<file path="src/include/radarDefines.svh">
`ifndef RADAR_DEFINES_SVH
`define RADAR_DEFINES_SVH

// SPI timing
`define SPI_CLKS_PER_HALF_BIT 3
`define SPI_CS_INACTIVE_CLKS  10

// LMX register words
`define LMX_WORD_BITS    24
`define LMX_TX_N_ADDR    8'h24
`define LMX_LO1_N_ADDR   8'h24
`define LMX_TX_N_BASE    16'd100
`define LMX_IF_N_OFFSET  16'd2    // LO1 sits above TX
`define LMX_N_STEP       16'd1
`define LMX_VCO_CAL_WORD 24'h00201C

// UART and frame
`define UART_CLKS_PER_BIT 868     // 115200 baud at 100 MHz
`define FRAME_HEADER_BYTE 8'hCC
`define FRAME_MARKER_A    8'h55
`define FRAME_MARKER_B    8'h11
`define FRAME_STOP_BYTE   8'h99
`define FRAME_MARK_COUNT  3

`define SWEEP_POINTS_DEFAULT 200
`define DWELL_CYCLES_DEFAULT 80000

`endif

</file>
<file path="src/hdl/uartTx.sv">
`timescale 1ns/1ps
`include "radarDefines.svh"

module uartTx (
    input  logic       i_clk,
    input  logic       i_resetN,
    input  logic [7:0] i_byte,
    input  logic       i_send,
    output logic       o_busy,
    output logic       o_serial
);

    localparam int ClkW = $clog2(`UART_CLKS_PER_BIT);

    logic [ClkW-1:0] clkCnt;
    logic [3:0]      bitCnt;    // Bits finished, start bit included
    logic [8:0]      dataReg;   // Stop bit on top

    always_ff @(posedge i_clk) begin
        if (!i_resetN) begin
            o_busy   <= 1'b0;
            o_serial <= 1'b1;   // Line idles high
            clkCnt   <= '0;
            bitCnt   <= '0;
        end else if (!o_busy) begin
            if (i_send) begin
                dataReg  <= {1'b1, i_byte};
                o_busy   <= 1'b1;
                o_serial <= 1'b0;
                clkCnt   <= '0;
                bitCnt   <= '0;
            end
        end else if (clkCnt == ClkW'(`UART_CLKS_PER_BIT - 1)) begin
            clkCnt <= '0;
            if (bitCnt == 4'd9) begin
                o_busy <= 1'b0;
            end else begin
                o_serial <= dataReg[bitCnt];   // LSB first
                bitCnt   <= bitCnt + 1'b1;
            end
        end else begin
            clkCnt <= clkCnt + 1'b1;
        end
    end

endmodule

</file>
<file path="config.mk">
export PLATFORM = sky130hd
export DESIGN_NAME = uartTx
export DESIGN_NICKNAME = d
export VERILOG_FILES = /design/src/hdl/uartTx.sv
export VERILOG_INCLUDE_DIRS = /design/src /design/src/include
export SDC_FILE = /design/constraint.sdc
export NUM_CORES = 1
export LEC_CHECK = 0
export BUFFER_PORTS_ARGS = -buffer_cell sky130_fd_sc_hd__buf_2
export CORE_ASPECT_RATIO = 1.75
export CORE_UTILIZATION = 40
export CTS_CLUSTER_DIAMETER = 120
export DETAILED_ROUTE_END_ITERATION = 16
export GPL_TIMING_DRIVEN = 0
export PLACE_DENSITY_LB_ADDON = 0.12
export SLEW_MARGIN = 40
export SYNTH_ARGS = -nofsm -noshare
export SYNTH_HDL_FRONTEND = slang
export SYNTH_SLANG_ARGS = --single-unit
export TNS_END_PERCENT = 5
</file>
<file path="constraint.sdc">
create_clock -name i_clk -period 1.69 [get_ports i_clk]
set_input_delay 0 -clock i_clk [delete_from_list [all_inputs] [get_ports i_clk]]
set_output_delay 0 -clock i_clk [all_outputs]
set_load 0.05 [all_outputs]
</file>
==> qor.json <==
{
  "totalNegativeSetupSlack": {"value": 0, "unit": "ps"},
  "count_of_antenna_diodes_in_the_layout": {"value": 0},
  "n_fill_cell": {"value": 270},
  "finalSetupViolations": {"value": 0},
  "r2r_cells": {"value": 6},
  "fp.coreArea": {"value": 2900, "unit": "um2"},
  "synth.area.top_cells": {"value": "sky130_fd_sc_hd__dfxtp_1, sky130_fd_sc_hd__edfxtp_1, sky130_fd_sc_hd__a31oi_1"},
  "grt_max_degree": {"value": 14},
  "timing.critical_path.max_delay_family": {"value": "compound AO/OA/AOI/OAI gates"},
  "via_count": {"value": 1024},
  "ys_dominant_reg_cell": {"value": "sky130_fd_sc_hd__dfxtp_1"},
  "seq_area": {"value": 564, "unit": "um2"},
  "areaGrowthSynthToFinish": {"value": 21.9, "unit": "%"},
  "drt-pass1-iter-count": {"value": 4},
  "floorplan.die.height": {"value": 74.5, "unit": "um"},
  "deepest_level_of_the_cts_h_tree": {"value": 1},
  "routabilityCongestion": {"value": 0.903},
  "end_kind": {"value": "register"},
  "path_depth": {"value": 6},
  "fraction_of_layout_cells_with_a_size_suffix_above_1": {"value": 19.3, "unit": "%"},
  "yosysTopAreaCell": {"value": "sky130_fd_sc_hd__dfxtp_1"},
  "synth_area_per_cell": {"value": 10.0, "unit": "um2"},
  "min-delay-start": {"value": "i_resetN"},
  "synth_enable_flop_cells": {"value": 8},
  "ys_seq_area_share": {"value": 46.7, "unit": "%"},
  "start_util": {"value": 41.4, "unit": "%"},
  "netlist_instances": {"value": 120},
  "antenna_found_initial": {"value": 0},
  "grt_usage": {"value": 18.1, "unit": "%"},
  "synth_warnings": {"value": 0},
  "relSlewSlack": {"value": 70.1, "unit": "%"},
  "clkLatencyLatePin": {"value": 270, "unit": "ps"},
  "final.setup_skew": {"value": 1.90, "unit": "ps"},
  "finalMaxSlewViolations": {"value": 0},
  "fin_nets": {"value": 161},
  "drtIter0Drc": {"value": 23},
  "synth_cell_type_count": {"value": 37},
  "cts_inserted_buffers": {"value": 3},
  "p_total": {"value": 1.08, "unit": "mW"},
  "crit_path_max_fanout": {"value": 10},
  "multi_input_comb_area": {"value": 636, "unit": "um2"},
  "syn_nets": {"value": 135},
  "first_global_vias": {"value": 975},
  "dp_hpwl": {"value": 1.87, "unit": "mm"},
  "timing.rr.end": {"value": "clkCnt[7]$_SDFFE_PN0P_"},
  "holdPathStages": {"value": 4},
  "yosys_register_bits": {"value": 24},
  "timing.hold.worst_endpoint": {"value": "o_serial$_SDFFE_PN1P_"},
  "vdd_ir_drop_max": {"value": 0.000570, "unit": "V"},
  "critPathLaunchType": {"value": "register"},
  "tritoncts": {"value": "built"},
  "slowest_stage": {"value": "sky130_fd_sc_hd__dfxtp_1"},
  "detailed_route_wl": {"value": 2.67, "unit": "mm"},
  "route.detailed.drc": {"value": 0},
  "io_buffer_count": {"value": 12},
  "powerDensity": {"value": 738, "unit": "nW/um2"},
  "power.leakage": {"value": 0.502, "unit": "nW"},
  "ios": {"value": 13},
  "wire_length_per_cell_after_detailed_routing": {"value": 15.4, "unit": "um"},
  "synth_area": {"value": 1200, "unit": "um2"},
  "final_core_utilization": {"value": 50.5, "unit": "%"},
  "hold_viol": {"value": 0},
  "ys_async_sr_fraction": {"value": 0, "unit": "%"},
  "timing.critical_path.arrival": {"value": 1760, "unit": "ps"},
  "rsz0062_at_grt": {"value": "false"},
  "holdCritPathClass": {"value": "input pin to register"},
  "critical_path_buf_inv_count": {"value": 1},
  "fmax": {"value": 0.639, "unit": "GHz"},
  "viasPerCell": {"value": 5.92},
  "clock_slew_at_reported_path_ffs": {"value": 80, "unit": "ps"},
  "placementRows": {"value": 26},
  "global_route.overflow_total": {"value": 0},
  "cell_by_cell_trace_of_the_critical_path": {"value": "ha_4 -> and4b_2 -> a31oi_4 -> buf_6 -> nand3_1 -> a31oi_1"},
  "die_w": {"value": 43.4, "unit": "um"},
  "worst_r2r_startpoint": {"value": "clkCnt[1]$_SDFFE_PN0P_"},
  "regToRegSetupSlack": {"value": 130, "unit": "ps"},
  "die_area": {"value": 3230, "unit": "um2"},
  "path_type_of_the_worst_setup_path": {"value": "register to register"},
  "first_pass_grt_wire_length": {"value": 4.35, "unit": "mm"},
  "final.period_utilization": {"value": 92.6, "unit": "%"},
  "synthDominantCellAreaShare": {"value": 26.7, "unit": "%"},
  "worst_path_largest_cell_delay": {"value": 350, "unit": "ps"},
  "tightestPinTransition": {"value": 447, "unit": "ps"},
  "cts_buffer_depth": {"value": 2},
  "outcome": {"value": "completed"},
  "finalCriticalPeriod": {"value": 1560, "unit": "ps"},
  "ant_nets": {"value": 0},
  "critical_path_required": {"value": 1890, "unit": "ps"},
  "max_cap_viol_count": {"value": 0},
  "postCtsSetupRepairBufs": {"value": 0},
  "clock-sinks": {"value": 24},
  "clockRootBuffer": {"value": "sky130_fd_sc_hd__clkbuf_8"}
}
-- cell type report --
cell class	instances	share of cell area [%]
multi-input cells	88	43.5
flip-flops and latches	24	38.6
well taps	28	2.40
clock inverters	1	0.257
plain buffers	4	1.63
clock buffers	3	2.82
repair buffers	20	9.58
inverters	5	1.28
-- kinds of logic (layout without fill, tap and decap cells) --
group	count (synthesis)	after routing	share of synthesized area, %
mux	4	4	4.38
buf+inv	9	33	3.23
flops	24	24	46.7
fa+ha+maj	4	4	4.17
simple gates	50	51	25.5
compound gates	29	29	16.0
-- worst max path at each step --
stage               slack [ps]              startpoint                      to
global route                30  bitCnt[1]$_SDFFE_PN0P_  bitCnt[2]$_SDFFE_PN0P_
detailed placement          10  clkCnt[0]$_SDFFE_PN0P_  clkCnt[7]$_SDFFE_PN0P_
floorplan                  200       o_busy$_SDFF_PN0_  bitCnt[3]$_SDFFE_PN0P_
global placement            10  clkCnt[0]$_SDFFE_PN0P_  clkCnt[7]$_SDFFE_PN0P_
CTS                         -9  clkCnt[0]$_SDFFE_PN0P_  clkCnt[7]$_SDFFE_PN0P_
finish                     130  clkCnt[1]$_SDFFE_PN0P_  clkCnt[7]$_SDFFE_PN0P_
-- metrics by stage --
stage          instances  hold WS [ps]  cell area [um2]  setup WS, ps
6_report             173           107             1460           125
3_3_place_gp         160           176             1300          11.9
4_1_cts              172           107             1420         -9.36
3_5_place_dp         160           179             1300          14.9
5_1_grt              173           145             1460          27.8
2_1_floorplan        120          98.9             1200           199
-- synth_stat cells, types with 4 or more instances --
library cell               instances
sky130_fd_sc_hd__ha_1              4
sky130_fd_sc_hd__nand2_1          11
sky130_fd_sc_hd__a31oi_1          10
sky130_fd_sc_hd__a21oi_1           5
sky130_fd_sc_hd__nor3_1            4
sky130_fd_sc_hd__inv_1             5
sky130_fd_sc_hd__dfxtp_1          16
sky130_fd_sc_hd__edfxtp_1          8
sky130_fd_sc_hd__nand3b_1          7
sky130_fd_sc_hd__nor2_1            7
sky130_fd_sc_hd__nand3_1           4
-- placed cells by master, fill, tap and decap left out, types with 2 or more instances in the layout --
| master | instances |
|---|---|
| sky130_fd_sc_hd__buf_2 | 13 |
| sky130_fd_sc_hd__dfxtp_1 | 13 |
| sky130_fd_sc_hd__nand2_1 | 11 |
| sky130_fd_sc_hd__a31oi_1 | 10 |
| sky130_fd_sc_hd__edfxtp_1 | 8 |
| sky130_fd_sc_hd__dlygate4sd3_1 | 8 |
| sky130_fd_sc_hd__nor2_1 | 7 |
| sky130_fd_sc_hd__nand3b_1 | 7 |
| sky130_fd_sc_hd__inv_1 | 5 |
| sky130_fd_sc_hd__a21oi_1 | 5 |
| sky130_fd_sc_hd__nor3_1 | 4 |
| sky130_fd_sc_hd__nand3_1 | 4 |
| sky130_fd_sc_hd__and3_1 | 3 |
| sky130_fd_sc_hd__or3_1 | 3 |
| sky130_fd_sc_hd__o21ai_0 | 3 |
| sky130_fd_sc_hd__mux2i_1 | 3 |
| sky130_fd_sc_hd__nor2b_1 | 3 |
| sky130_fd_sc_hd__o21a_1 | 3 |
| sky130_fd_sc_hd__ha_1 | 3 |
| sky130_fd_sc_hd__dfxtp_2 | 3 |
| sky130_fd_sc_hd__clkbuf_8 | 3 |
| sky130_fd_sc_hd__clkbuf_1 | 2 |
-- timing repair --
action                                  4_1_cts  5_1_grt
endpoints found under the hold margin         8        0
resized for setup                             0        7
pin swaps                                     0        2
hold buffers                                  8        0
endpoints found under the setup margin        1       11
gates cloned                                  0        1
-- per-layer routing --
layer  global-route usage [%]  part of all wire [%]  vias to the layer above
met5                        0                     0                        -
met4                     9.38                   2.8                        0
met3                     2.18                   1.5                        9
met2                     34.3                    56                       15
met1                     18.8                    40                      500
li1                         -                     -                      500
-- worst reg2reg max path, delay by kind of cell (launching register included) --
family,cells,cell delay (ps)
fa+ha+maj,1,180
buf+inv,1,170
simple gates,2,360
flops,1,350
compound gates,2,430
-- power breakdown --
group	internal (mW)	switching [mW]	leakage, nW
Combinational	0.0474	0.0600	0.274
Clock	0.163	0.189	0.0231
Sequential	0.611	0.00970	0.205
Total	0.821	0.258	0.502
-- sequential cells by signal, summed over array words and instances (netlist names) --
name      flops
bitCnt        4
clkCnt       10
dataReg       8
o_busy        1
o_serial      1
No activity file was read; power rests on OpenSTA's default activity.
