File: config.mk
export PLATFORM = sky130hd
export DESIGN_NAME = sweepSequencer_flat
export DESIGN_NICKNAME = d
export VERILOG_FILES = /design/src/hdl/radarPkg.sv /design/src/hdl/spiWordIf.sv /design/src/hdl/sweepSequencer.sv /design/src/flat_wrapper.sv
export VERILOG_INCLUDE_DIRS = /design/src /design/src/include
export SDC_FILE = /design/constraint.sdc
export NUM_CORES = 1
export LEC_CHECK = 0
export BUFFER_PORTS_ARGS = -buffer_cell sky130_fd_sc_hd__buf_2
export CELL_PAD_IN_SITES_DETAIL_PLACEMENT = 0
export CELL_PAD_IN_SITES_GLOBAL_PLACEMENT = 1
export CORE_ASPECT_RATIO = 1.1
export CORE_MARGIN = 2
export CORE_UTILIZATION = 37
export CTS_CLUSTER_DIAMETER = 120
export DETAILED_ROUTE_END_ITERATION = 7
export MAX_ROUTING_LAYER = met4
export PLACE_DENSITY = 0.76
export SYNTH_ARGS = -nofsm -noshare
export SYNTH_HDL_FRONTEND = slang
export SYNTH_SLANG_ARGS = --single-unit
File: constraint.sdc
create_clock -name i_clk -period 2.4 [get_ports i_clk]
set_input_delay 0.48 -clock i_clk [delete_from_list [all_inputs] [get_ports i_clk]]
set_output_delay 0.48 -clock i_clk [all_outputs]
set_load 0.005 [all_outputs]
File: src/include/radarDefines.svh
`ifndef RADAR_DEFINES_SVH
`define RADAR_DEFINES_SVH

// SPI timing
`define SPI_CLKS_PER_HALF_BIT 3
`define SPI_CS_INACTIVE_CLKS  10

// LMX register words
`define LMX_WORD_BITS    24
`define LMX_TX_N_ADDR    8'h24
`define LMX_LO1_N_ADDR   8'h24
`define LMX_TX_N_BASE    16'd100
`define LMX_IF_N_OFFSET  16'd2    // LO1 sits above TX
`define LMX_N_STEP       16'd1
`define LMX_VCO_CAL_WORD 24'h00201C

// UART and frame
`define UART_CLKS_PER_BIT 868     // 115200 baud at 100 MHz
`define FRAME_HEADER_BYTE 8'hCC
`define FRAME_MARKER_A    8'h55
`define FRAME_MARKER_B    8'h11
`define FRAME_STOP_BYTE   8'h99
`define FRAME_MARK_COUNT  3

`define SWEEP_POINTS_DEFAULT 200
`define DWELL_CYCLES_DEFAULT 80000

`endif

File: src/hdl/radarPkg.sv
`include "radarDefines.svh"

package radarPkg;

    typedef logic [`LMX_WORD_BITS-1:0] lmxWord_t;

    typedef enum logic [1:0] {
        TGT_TX,
        TGT_LO1,
        TGT_BOTH
    } lmxTarget_t;

    typedef enum logic [2:0] {
        WRITE_TX,
        WRITE_LO1,
        WRITE_CAL,
        DWELL,
        WAIT_FRAME
    } seqState_t;

    typedef enum logic [2:0] {
        IDLE,
        HEADER,
        MARKER,
        DATA,
        STOP,
        DRAIN
    } frameState_t;

    typedef logic signed [47:0] iqSample_t;

    typedef enum logic [1:0] {
        I_TX,
        Q_TX,
        I_RX,
        Q_RX
    } iqComp_t;

endpackage

File: src/hdl/spiWordIf.sv
`timescale 1ns/1ps

interface spiWordIf import radarPkg::*; ();

    lmxWord_t   word;
    lmxTarget_t target;
    logic       start;   // One-cycle pulse
    logic       busy;
    logic       done;    // One-cycle pulse after CS rises

    modport writer (
        input  word, target, start,
        output busy, done
    );

    modport requester (
        output word, target, start,
        input  busy, done
    );

endinterface

File: src/hdl/sweepSequencer.sv
`timescale 1ns/1ps
`include "radarDefines.svh"

module sweepSequencer import radarPkg::*; #(
    parameter  int NumPoints   = `SWEEP_POINTS_DEFAULT,
    parameter  int DwellCycles = `DWELL_CYCLES_DEFAULT,
    localparam int IdxW        = (NumPoints > 1) ? $clog2(NumPoints) : 1
) (
    input  logic            i_clk,
    input  logic            i_resetN,
    spiWordIf.requester     spi,
    output logic            o_spiCe,
    output logic            o_capture,
    output logic [IdxW-1:0] o_captureIndex,
    input  logic            i_frameBusy,
    output logic            o_frameStart
);

    localparam int DwellW = $clog2(DwellCycles + 1);

    seqState_t         state;
    logic [IdxW-1:0]   stepIndex;
    logic [DwellW-1:0] dwellCnt;
    logic [15:0]       txDivider;
    logic              issued;    // Start given for this word
    logic              gotDone;
    logic              startPulse;

    assign txDivider      = `LMX_TX_N_BASE + 16'(stepIndex) * `LMX_N_STEP;
    assign spi.start      = startPulse;
    assign o_captureIndex = stepIndex;

    always_comb begin
        case (state)
            WRITE_TX: begin
                spi.word   = {`LMX_TX_N_ADDR, txDivider};
                spi.target = TGT_TX;
            end
            WRITE_LO1: begin
                spi.word   = {`LMX_LO1_N_ADDR, txDivider + `LMX_IF_N_OFFSET};
                spi.target = TGT_LO1;
            end
            default: begin
                spi.word   = `LMX_VCO_CAL_WORD;
                spi.target = TGT_BOTH;
            end
        endcase
    end

    //////////////////////////////////////////////////
    // Sweep FSM
    //////////////////////////////////////////////////
    always_ff @(posedge i_clk) begin
        if (!i_resetN) begin
            state        <= WRITE_TX;
            stepIndex    <= '0;
            dwellCnt     <= '0;
            issued       <= 1'b0;
            gotDone      <= 1'b0;
            startPulse   <= 1'b0;
            o_spiCe      <= 1'b0;
            o_capture    <= 1'b0;
            o_frameStart <= 1'b0;
        end else begin
            o_spiCe      <= 1'b1;
            startPulse   <= 1'b0;
            o_capture    <= 1'b0;
            o_frameStart <= 1'b0;
            case (state)
                WRITE_TX, WRITE_LO1, WRITE_CAL: begin
                    if (!issued && !spi.busy && o_spiCe) begin
                        startPulse <= 1'b1;
                        issued     <= 1'b1;
                    end
                    if (spi.done) begin
                        gotDone <= 1'b1;
                    end
                    if (gotDone && !spi.busy) begin
                        issued   <= 1'b0;
                        gotDone  <= 1'b0;
                        dwellCnt <= '0;
                        state    <= (state == WRITE_CAL) ? DWELL : seqState_t'(state + 1'b1);
                    end
                end
                DWELL: begin
                    dwellCnt <= dwellCnt + 1'b1;
                    if (dwellCnt == DwellW'(DwellCycles - 2)) begin
                        o_capture <= 1'b1;
                    end
                    if (o_capture) begin
                        if (stepIndex == IdxW'(NumPoints - 1)) begin
                            o_frameStart <= 1'b1;
                            state        <= WAIT_FRAME;
                        end else begin
                            stepIndex <= stepIndex + 1'b1;
                            state     <= WRITE_TX;
                        end
                    end
                end
                WAIT_FRAME: begin
                    if (!o_frameStart && !i_frameBusy) begin   // Frame fully sent
                        stepIndex <= '0;
                        state     <= WRITE_TX;
                    end
                end
                default: state <= WRITE_TX;
            endcase
        end
    end

    captureQuiet: assert property (@(posedge i_clk) disable iff (!i_resetN)
        o_capture |-> !spi.busy)
        else $error("capture while SPI busy");

endmodule

File: src/flat_wrapper.sv
// flat-port wrapper written by rule: the top's interface ports become plain ports
module sweepSequencer_flat import radarPkg::*;
#(
    parameter  int NumPoints   = `SWEEP_POINTS_DEFAULT,
    parameter  int DwellCycles = `DWELL_CYCLES_DEFAULT,
    localparam int IdxW        = (NumPoints > 1) ? $clog2(NumPoints) : 1
)
  (i_clk, i_resetN, o_spiCe, o_capture, o_captureIndex, i_frameBusy, o_frameStart, spi_word, spi_target, spi_start, spi_busy, spi_done);
  spiWordIf spi_i ();
  input  logic i_clk;
  input  logic i_resetN;
  output logic o_spiCe;
  output logic o_capture;
  output logic [IdxW-1:0] o_captureIndex;
  input  logic i_frameBusy;
  output logic o_frameStart;
  output wire logic [$bits(spi_i.word)-1:0] spi_word;
  output wire logic [$bits(spi_i.target)-1:0] spi_target;
  output wire logic [$bits(spi_i.start)-1:0] spi_start;
  input wire logic [$bits(spi_i.busy)-1:0] spi_busy;
  input wire logic [$bits(spi_i.done)-1:0] spi_done;
  assign spi_word = spi_i.word;
  assign spi_target = spi_i.target;
  assign spi_start = spi_i.start;
  assign spi_i.busy = spi_busy;
  assign spi_i.done = spi_done;
  sweepSequencer #(.NumPoints(NumPoints), .DwellCycles(DwellCycles)) u_core (.i_clk(i_clk), .i_resetN(i_resetN), .spi(spi_i), .o_spiCe(o_spiCe), .o_capture(o_capture), .o_captureIndex(o_captureIndex), .i_frameBusy(i_frameBusy), .o_frameStart(o_frameStart));
endmodule
==> results.cfg <==
[worst_setup_path]
critPathCaptureType = output pin
path_max_fanout = 9
critPathArrivalTime_ns = 1.86
cpPeakStageDelay_ns = 0.36
worstSetupStartpointType = flip-flop
cp_slowest_cell = dfxtp_2
crit_chain = buf_6 -> ha_2 -> nand2_2 -> or2_4 -> o21a_1 -> o32ai_2 -> buf_2
critical_path_class = flip-flop to output pin
crit_buf_inv = 2
critical_path_required_ns = 1.92
crit_family = compound AO/OA/AOI/OAI gates

[timing]
tightest_slew_ns = 0.635
slew_violations = 0
relSlewSlack_pct = 57.3
fin_setup_tns_ns = 0
finalCriticalPeriod_ns = 2.34
finalHoldViolCount = 0
rsz0062_at_grt = true
fin_worst_skew_ns = 0.0104
setup_violations = 0
max_freq_ghz = 0.427
fin_ws_ns = 0.0602
post-route-period-util_pct = 97.5
finalHoldWorstSlack_ns = 0.433

[drt]
vias_per_cell = 5.36
wl_microns = 5840
remaining_drc_errors = 0
first_pass_iters = 4
ant_nets = 0
post_drt_wl_per_cell_microns = 13.9
vias = 2257
drt_iter0_markers = 147

[place]
gp_congestion = 0.805
io_buffers = 30
placed_area_sq_mm = 0.00262
placed_cells = 406
pre_cts_slack_ns = 0.125
hpwl_microns = 4220

[logic_synthesis]
ys_types = 53
yosys_most_used_dff = dfxtp_1
yosysWarnings = 0
syn_area_sq_mm = 0.00241
syn_avg_cell_area_sq_um = 7.94
seq_area_frac_synth_pct = 28.2
async_flop_share_pct = 0
synth_edf_count = 0
syn_inst = 304
synth_seq_cells = 34

[grt]
grt_max_degree = 26
track_usage_pct = 17.3
grt_pass1_vias = 2023
grt-ovfl-total = 0
grt_pass1_wl_microns = 9540
antenna_found_initial = 0

[pwr]
internal_power_mw = 1.44
sw_frac_of_total_pct = 43.5
p_comb_share_pct = 56.3
clockPowerShare_pct = 17.7
power_density_mw_per_mm2 = 890
p_switching_mw = 1.11
total_power_mw = 2.55
seq_power_share_pct = 26.0
p_leak_nw = 1.14
ir_drop_v = 0.000482

[floorplanning]
top_level_ports = 43
dieArea_sq_mm = 0.00719
fp.dieH_microns = 88.7
placementRows = 30
die_x_microns = 81.0
start_util_pct = 38.7
core_sq_mm = 0.00623

[run]
cap_violations = 0

[clock_network]
clock_latency_ns = 0.29
root_buffer = clkbuf_8
cts_inserted_buffers = 5
cts_buffer_depth = 2
clk_pin_slew_worst_paths_ns = 0.08
cts.sinks = 34
hold_buffers = 0
cts.htree.levels = 2
tritoncts = yes

[outcome]
status = complete, no violations

[layout]
final_area_sq_mm = 0.00286
finalNetCount = 358
diodes = 0
fin_util_pct = 45.9
area_growth_pct = 18.6
layout_commonest_cell = buf_2
mostFrequentLayoutCells = 30 x buf_2, 28 x dfxtp_1, 22 x nand2_1
layout-drive-gt1-share_pct = 26.1
fin_cells = 421

[hold_path]
hold_path.class = input pin to flip-flop
==> worst register-to-register path, cell delays in order, from the launching register on <==
cell,delay [ns]
dfxtp_1,0.37
inv_1,0.07
ha_2,0.20
or3_1,0.48
and3_4,0.31
nor4_1,0.34
mux2_2,0.37
==> layout make-up <==
type | count | area [sq um]
fillers | 632 | 3370
multi-input cells | 230 | 1580
flip-flops and latches | 34 | 688
repair buffers | 50 | 333
well taps | 80 | 100
clock buffers | 6 | 82.6
inverters | 19 | 71.3
clock inverters | 2 | 12.5
==> per-layer routing <==
metal  wire length, microns  share of wire, %  vias to the layer above  track usage, %
met3                    176               3.0                        9            2.45
met4                     96               1.6                        0            6.47
met2                   2610                45                       47            26.6
li1                       -                 -                     1155               -
met1                   2960                51                     1046            23.1
met5                      0                 0                        -               -
==> power groups by stage <==
stage               sequential [mW]  combinational [mW]  clock, mW
finish                        0.663                1.43      0.451
global route                  0.672                1.60      0.491
CTS                           0.661                1.39      0.470
floorplan                     0.651                1.02          0
global placement              0.671                1.38          0
detailed placement            0.674                1.39          0
==> cells by family (layout without fill, tap and decap cells) <==
group / Yosys count / count (layout) / synth area share, %
flops: 34 / 34 / 28.2
mux: 10 / 10 / 4.46
other cells: 1 / 12 / 0.155
simple gates: 121 / 121 / 28.4
compound gates: 69 / 69 / 18.8
buf+inv: 51 / 77 / 11.4
xor+xnor: 5 / 5 / 1.81
fa+ha+maj: 13 / 13 / 6.74
==> synthesized netlist by cell type (all sizes together) (2+ instances only) <==
master	count	area share (%)
nand3	10	2.1
dfxtp	34	28
xor2	2	0.73
nand4b	2	0.73
nor2	19	3.0
clkinv	2	0.31
nor4	9	3.1
mux2	6	2.8
nand2b	11	2.9
inv	17	2.6
clkbuf	9	1.4
mux2i	4	1.7
o311ai	2	0.73
xnor2	3	1.1
and2	3	0.78
o41ai	3	1.1
nand2	23	3.6
o21ai	12	2.5
and4	3	1.1
or3	5	1.3
a21o	3	0.93
nand4	5	1.3
o21a	3	0.93
o211ai	5	1.6
o2111ai	4	1.5
or4	10	3.1
ha	13	6.7
buf	23	7.1
and3	5	1.5
o31ai	9	2.8
a21oi	20	4.1
nor3	10	2.1
==> worst paths after layout <==
path	slack [ns]	startpoint	cells after the start	end
setup / recovery	0.06	u_core.o_captureIndex[3]	7	spi_word[6]
setup reg to reg	0.15	u_core.state[1]	6	u_core.dwellCnt[11]
hold reg to reg	0.47	u_core.dwellCnt[13]	2	u_core.dwellCnt[13]
hold / removal	0.43	i_resetN	1	u_core.o_spiCe
==> sequential cells by signal, summed over array words and instances, names as in the netlist <==
signal / count
u_core.issued: 1
u_core.o_captureIndex: 8
u_core.o_spiCe: 1
u_core.spi.start: 1
u_core.o_capture: 1
u_core.gotDone: 1
u_core.dwellCnt: 17
u_core.state: 3
u_core.o_frameStart: 1
==> repair_timing <==
item	in CTS	in global routing
resized for setup	5	20
endpoints found under the setup margin	3	10
cloned	0	0
pin swaps	0	6
buffers inserted	0	7
Note: power is estimated with default switching activity, not from simulation.
