$ cat src/include/radarDefines.svh
`ifndef RADAR_DEFINES_SVH
`define RADAR_DEFINES_SVH

// SPI timing
`define SPI_CLKS_PER_HALF_BIT 3
`define SPI_CS_INACTIVE_CLKS  10

// LMX register words
`define LMX_WORD_BITS    24
`define LMX_TX_N_ADDR    8'h24
`define LMX_LO1_N_ADDR   8'h24
`define LMX_TX_N_BASE    16'd100
`define LMX_IF_N_OFFSET  16'd2    // LO1 sits above TX
`define LMX_N_STEP       16'd1
`define LMX_VCO_CAL_WORD 24'h00201C

// UART and frame
`define UART_CLKS_PER_BIT 868     // 115200 baud at 100 MHz
`define FRAME_HEADER_BYTE 8'hCC
`define FRAME_MARKER_A    8'h55
`define FRAME_MARKER_B    8'h11
`define FRAME_STOP_BYTE   8'h99
`define FRAME_MARK_COUNT  3

`define SWEEP_POINTS_DEFAULT 200
`define DWELL_CYCLES_DEFAULT 80000

`endif

$ cat src/hdl/radarPkg.sv
`include "radarDefines.svh"

package radarPkg;

    typedef logic [`LMX_WORD_BITS-1:0] lmxWord_t;

    typedef enum logic [1:0] {
        TGT_TX,
        TGT_LO1,
        TGT_BOTH
    } lmxTarget_t;

    typedef enum logic [2:0] {
        WRITE_TX,
        WRITE_LO1,
        WRITE_CAL,
        DWELL,
        WAIT_FRAME
    } seqState_t;

    typedef enum logic [2:0] {
        IDLE,
        HEADER,
        MARKER,
        DATA,
        STOP,
        DRAIN
    } frameState_t;

    typedef logic signed [47:0] iqSample_t;

    typedef enum logic [1:0] {
        I_TX,
        Q_TX,
        I_RX,
        Q_RX
    } iqComp_t;

endpackage

$ cat src/hdl/spiWordIf.sv
`timescale 1ns/1ps

interface spiWordIf import radarPkg::*; ();

    lmxWord_t   word;
    lmxTarget_t target;
    logic       start;   // One-cycle pulse
    logic       busy;
    logic       done;    // One-cycle pulse after CS rises

    modport writer (
        input  word, target, start,
        output busy, done
    );

    modport requester (
        output word, target, start,
        input  busy, done
    );

endinterface

$ cat src/hdl/lmxSpiWriter.sv
`timescale 1ns/1ps
`include "radarDefines.svh"

module lmxSpiWriter import radarPkg::*; (
    input  logic     i_clk,
    input  logic     i_resetN,
    spiWordIf.writer bus,
    output logic     o_spiClk,
    output logic     o_spiMosi,
    output logic     o_spiCsTx_n,
    output logic     o_spiCsLo1_n
);

    localparam int HalfW = $clog2(`SPI_CLKS_PER_HALF_BIT + 1);
    localparam int BitW  = $clog2(`LMX_WORD_BITS);
    localparam int GapW  = $clog2(`SPI_CS_INACTIVE_CLKS + 1);

    lmxWord_t         shiftReg;
    lmxTarget_t       targetReg;
    logic [HalfW-1:0] halfCnt;
    logic [BitW-1:0]  bitCnt;
    logic [GapW-1:0]  gapCnt;
    logic             csActive;
    logic             inGap;
    logic             accept;
    logic             halfDone;

    assign accept   = bus.start && !bus.busy;
    assign halfDone = (halfCnt == HalfW'(`SPI_CLKS_PER_HALF_BIT - 1));

    assign o_spiMosi    = shiftReg[`LMX_WORD_BITS-1];   // MSB first
    assign o_spiCsTx_n  = !(csActive && targetReg != TGT_LO1);
    assign o_spiCsLo1_n = !(csActive && targetReg != TGT_TX);

    always_ff @(posedge i_clk) begin
        if (accept) begin
            shiftReg  <= bus.word;
            targetReg <= bus.target;
        end else if (csActive && halfDone && o_spiClk) begin
            shiftReg <= {shiftReg[`LMX_WORD_BITS-2:0], 1'b0};   // Change on falling SCLK
        end
    end

    always_ff @(posedge i_clk) begin
        if (!i_resetN) begin
            csActive <= 1'b0;
            inGap    <= 1'b0;
            o_spiClk <= 1'b0;
            halfCnt  <= '0;
            bitCnt   <= '0;
            gapCnt   <= '0;
            bus.busy <= 1'b0;
            bus.done <= 1'b0;
        end else begin
            bus.done <= 1'b0;
            if (accept) begin
                bus.busy <= 1'b1;
                csActive <= 1'b1;
                halfCnt  <= '0;
                bitCnt   <= '0;
            end else if (csActive) begin
                if (halfDone) begin
                    halfCnt  <= '0;
                    o_spiClk <= !o_spiClk;
                    if (o_spiClk) begin
                        if (bitCnt == BitW'(`LMX_WORD_BITS - 1)) begin
                            csActive <= 1'b0;
                            inGap    <= 1'b1;
                            gapCnt   <= '0;
                            bus.done <= 1'b1;
                        end else begin
                            bitCnt <= bitCnt + 1'b1;
                        end
                    end
                end else begin
                    halfCnt <= halfCnt + 1'b1;
                end
            end else if (inGap) begin
                gapCnt <= gapCnt + 1'b1;
                if (gapCnt == GapW'(`SPI_CS_INACTIVE_CLKS - 1)) begin
                    inGap    <= 1'b0;
                    bus.busy <= 1'b0;
                end
            end
        end
    end

    csOnlyWhenBusy: assert property (@(posedge i_clk) disable iff (!i_resetN)
        (!o_spiCsTx_n || !o_spiCsLo1_n) |-> bus.busy)
        else $error("chip select low while writer idle");

    noStartWhenBusy: assert property (@(posedge i_clk) disable iff (!i_resetN)
        bus.start |-> !bus.busy)
        else $error("SPI start while writer busy");

endmodule

$ cat src/flat_wrapper.sv
// flat-port wrapper written by rule: the top's interface ports become plain ports
module lmxSpiWriter_flat import radarPkg::*;
  (i_clk, i_resetN, o_spiClk, o_spiMosi, o_spiCsTx_n, o_spiCsLo1_n, bus_word, bus_target, bus_start, bus_busy, bus_done);
  spiWordIf bus_i ();
  input  logic i_clk;
  input  logic i_resetN;
  output logic o_spiClk;
  output logic o_spiMosi;
  output logic o_spiCsTx_n;
  output logic o_spiCsLo1_n;
  input wire logic [$bits(bus_i.word)-1:0] bus_word;
  input wire logic [$bits(bus_i.target)-1:0] bus_target;
  input wire logic [$bits(bus_i.start)-1:0] bus_start;
  output wire logic [$bits(bus_i.busy)-1:0] bus_busy;
  output wire logic [$bits(bus_i.done)-1:0] bus_done;
  assign bus_i.word = bus_word;
  assign bus_i.target = bus_target;
  assign bus_i.start = bus_start;
  assign bus_busy = bus_i.busy;
  assign bus_done = bus_i.done;
  lmxSpiWriter u_core (.i_clk(i_clk), .i_resetN(i_resetN), .bus(bus_i), .o_spiClk(o_spiClk), .o_spiMosi(o_spiMosi), .o_spiCsTx_n(o_spiCsTx_n), .o_spiCsLo1_n(o_spiCsLo1_n));
endmodule
$ cat config.mk
export PLATFORM = sky130hd
export DESIGN_NAME = lmxSpiWriter_flat
export DESIGN_NICKNAME = d
export VERILOG_FILES = /design/src/hdl/radarPkg.sv /design/src/hdl/spiWordIf.sv /design/src/hdl/lmxSpiWriter.sv /design/src/flat_wrapper.sv
export VERILOG_INCLUDE_DIRS = /design/src /design/src/include
export SDC_FILE = /design/constraint.sdc
export NUM_CORES = 1
export LEC_CHECK = 0
export ABC_AREA = 1
export BUFFER_PORTS_ARGS = -buffer_cell sky130_fd_sc_hd__buf_4
export CORE_MARGIN = 8
export CORE_UTILIZATION = 49
export DETAILED_ROUTE_END_ITERATION = 12
export PLACE_DENSITY = 0.74
export SLEW_MARGIN = 20
export SYNTH_ARGS = -nofsm -noshare
export SYNTH_HDL_FRONTEND = slang
export SYNTH_SLANG_ARGS = --single-unit
$ cat constraint.sdc
create_clock -name i_clk -period 1.7 [get_ports i_clk]
set_input_delay 0.085 -clock i_clk [delete_from_list [all_inputs] [get_ports i_clk]]
set_output_delay 0.085 -clock i_clk [all_outputs]
set_load 0.02 [all_outputs]
==> impl_metrics.env <==
export IMPL_worstPathCellList="inv_1 -> nand2_1 -> nand2_2 -> buf_12"
export IMPL_die_y_um=78.5
export IMPL_path_class="flop to flop"
export IMPL_synth_simple_area_share_pct=26.6
export IMPL_num_vias=1457
export IMPL_synth_top_cell_area_share_pct=40.8
export IMPL_cts_htree_levels=2
export IMPL_drt_wl_total_um=3600
export IMPL_clock_fmax_mhz=749
export IMPL_startpoint_type="flop"
export IMPL_clkSlewWorstSetupHoldPaths_ns=0.07
export IMPL_ys_flop_type="edfxtp_1"
export IMPL_hold_class="input port to flop"
export IMPL_yosys_top_cells_area="edfxtp_1, nand2_1, dfxtp_1"
export IMPL_relSlewSlack_pct=72.0
export IMPL_synth_edff_count=26
export IMPL_crit_slowest_cell="dfxtp_1"
export IMPL_critPathTopFamily="simple AND/OR/NAND/NOR gates"
export IMPL_io_buffers=34
export IMPL_syn_to_final_growth_pct=21.8
export IMPL_slew_violations=0
export IMPL_r2r_cells=4
export IMPL_die_area_um2=6160
export IMPL_syn_inst=219
export IMPL_wl_per_cell_um=11.7
export IMPL_first_iter_violations=52
export IMPL_core_area_um2=3720
export IMPL_synthesis_area_um2=1910
export IMPL_cp_max_fo=15
export IMPL_ys_ff_latch=42
export IMPL_min_period_over_period_pct=78.5
export IMPL_cts_buffer_depth=2
export IMPL_yosys_top_cells_count="nand2_1, edfxtp_1, inv_1"
export IMPL_period_needed_ns=1.34
export IMPL_n_fill_cell=360
export IMPL_crit_arrival_ns=1.34
export IMPL_synth_top_family_by_area="simple AND/OR/NAND/NOR gates"
export IMPL_clkSinkCount=42
export IMPL_drc=0
export IMPL_synth_fa_ha_area_share_pct=1.96
export IMPL_cap_violations=0
export IMPL_cp_end_kind="flop"
export IMPL_worstHoldStart="i_resetN"
export IMPL_rsz0062_at_grt="no"
export IMPL_dp_hpwl_um=2680
export IMPL_hold_slack_ns=0.0377
export IMPL_ant_nets=0
export IMPL_cts_made_buffers=5
export IMPL_irDropWorstVdd_mv=0.693
export IMPL_antenna_found_initial=0
export IMPL_worstMarginPinSlew_ns=0.419
export IMPL_critical_path_required_ns=1.70
export IMPL_yosysTopAreaCell="edfxtp_1"
export IMPL_postCtsResizedCells=0
export IMPL_outcome="finished, final reports clean"
export IMPL_syn_area_per_cell_um2=8.74
export IMPL_vias_per_cell=4.72
export IMPL_clockRootBuffer="clkbuf_8"
export IMPL_cts_tree="built"
export IMPL_synth_compound_area_share_pct=5.75
export IMPL_seq_area_frac_synth_pct=57.5
export IMPL_ff2ff_setup_slack_ns=0.36
export IMPL_setup_tns_ns=0
export IMPL_yosysMostFrequentCell="nand2_1"
export IMPL_hold_viol=0
export IMPL_stdcell_area_um2=2330
export IMPL_syn_nets=251
export IMPL_die_w_um=78.5
export IMPL_final_nets=292
export IMPL_clkLatencyLatePin_ns=0.29
export IMPL_start_util_pct=51.5
export IMPL_grt_usage_pct=12.7
export IMPL_p_leak_uw=0.00105
export IMPL_synthMuxAreaShare_pct=0
export IMPL_rows=22
export IMPL_n_antenna_cell=0
export IMPL_finalSetupViolations=0
export IMPL_r2r_end="u_core.shiftReg[13]$_DFFE_PP_"
export IMPL_ys_warn_count=0
export IMPL_r2r_start="u_core.bus.busy$_SDFFE_PN0P_"
export IMPL_gp_congestion=0.741
export IMPL_grt_pass1_vias=1479
export IMPL_fin_worst_skew_ns=0.00387
export IMPL_hold_path_end="u_core.csActive$_SDFF_PN0_"
export IMPL_synth_xor_area_share_pct=1.37
export IMPL_drive_above_1_share_pct=24.1
export IMPL_grt_max_degree=27
export IMPL_power_density_nw_per_um2=876
export IMPL_dpl_cell_area_um2=2230
export IMPL_design_portCount=35
export IMPL_drtPass1Iterations=4
export IMPL_crit_buf_inv=2
export IMPL_async_flop_share_pct=0
export IMPL_grt_ovfl_total=0
export IMPL_whs_path_depth=3
export IMPL_grt_pass1_wl_um=6330
export IMPL_max_stage_delay_ns=0.32
export IMPL_synth_cell_type_count=24
layout make-up:
cell class | instances | area, um^2 | share of cell area, %
clock buffers | 8 | 80.1 | 3.44
inverters | 23 | 86.3 | 3.70
multi-input cells | 148 | 686 | 29.4
flip-flops and latches | 42 | 1100 | 47.2
well taps | 48 | 60.1 | 2.58
repair buffers | 40 | 318 | 13.6
cells by family (layout without fill, tap and decap cells):
family,count (synthesis),count (layout)
flops,42,42
compound gates,20,20
buf+inv,29,71
fa+ha+maj,3,3
xor+xnor,3,3
simple gates,122,122
cells in the final DEF (no fill, tap or decap):
cell,Yosys,routed
nand3_2,1,1
dfxtp_1,16,16
nand2_2,8,9
clkbuf_8,0,5
nand2_1,87,86
dlygate4sd3_1,0,2
or2_1,2,2
nor3_1,1,1
nor2_1,14,14
nor2_2,1,1
o21ai_0,7,7
clkbuf_1,0,3
edfxtp_1,26,26
a211oi_1,1,1
xnor2_1,2,2
inv_2,6,6
a21oi_1,8,8
buf_12,0,1
buf_4,3,37
nor2_4,1,1
inv_1,17,17
a21oi_2,2,2
o21ai_1,2,2
ha_1,3,3
nand3_1,7,7
xor2_1,1,1
power by group:
group | leakage [uW] | switching, uW | internal (uW) | total (uW)
sequential | 0.000380 | 22.6 | 1150 | 1180
combinational | 0.000631 | 144 | 112 | 256
clock | 0.0000395 | 318 | 292 | 609
worst register-to-register path, cell delays in order (launching register included):
cell and delay, ns:
dfxtp_1 0.32, inv_1 0.05, nand2_1 0.18, nand2_2 0.31, buf_12 0.19
routing by layer:
layer,track usage (%),share of wire [%],up-vias,wire length [um]
li1,-,-,770,-
met1,13.8,45,654,1630
met2,21.3,49,28,1770
met3,5.13,4.3,5,155
met4,5.19,1.2,0,44
met5,0,0,-,0
how the worst max path moves through the flow:
stage                                    from                               end  slack (ns)  cells after the start
2_1_floorplan    u_core.bus.busy$_SDFFE_PN0P_  u_core.shiftReg[0]$_SDFFCE_PN0P_        0.17                      5
4_1_cts          u_core.bus.busy$_SDFFE_PN0P_     u_core.shiftReg[13]$_DFFE_PP_        0.34                      4
3_3_place_gp     u_core.bus.busy$_SDFFE_PN0P_     u_core.shiftReg[18]$_DFFE_PP_        0.38                      4
6_report         u_core.bus.busy$_SDFFE_PN0P_     u_core.shiftReg[13]$_DFFE_PP_        0.36                      4
5_1_grt          u_core.bus.busy$_SDFFE_PN0P_      u_core.shiftReg[3]$_DFFE_PP_        0.25                      5
3_5_place_dp   u_core.halfCnt[1]$_SDFFE_PP0P_     u_core.shiftReg[16]$_DFFE_PP_        0.36                      5
what timing repair did:
| item | in CTS | in global routing |
|---|---|---|
| endpoints found under the hold margin | 2 | 0 |
| hold buffers | 2 | 0 |
| buffers inserted | 0 | 0 |
registers in the layout (all words and copies together) (netlist names), 2 cells and up:
signal	flops
u_core.shiftReg	24
u_core.targetReg	2
u_core.gapCnt	4
u_core.halfCnt	2
u_core.bitCnt	5
per-stage QoR:
step / std cells / power, uW / utilization, % / setup slack (ns)
floorplan: 219 / 1350 / - / 0.174
global placement: 299 / 1440 / 60.0 / 0.375
detailed placement: 299 / 1450 / 60.0 / 0.363
CTS: 309 / 2060 / 62.7 / 0.345
global route: 309 / 2140 / 62.7 / 0.247
finish: 309 / 2040 / 62.7 / 0.365
Note: power is estimated with default switching activity, not from simulation.
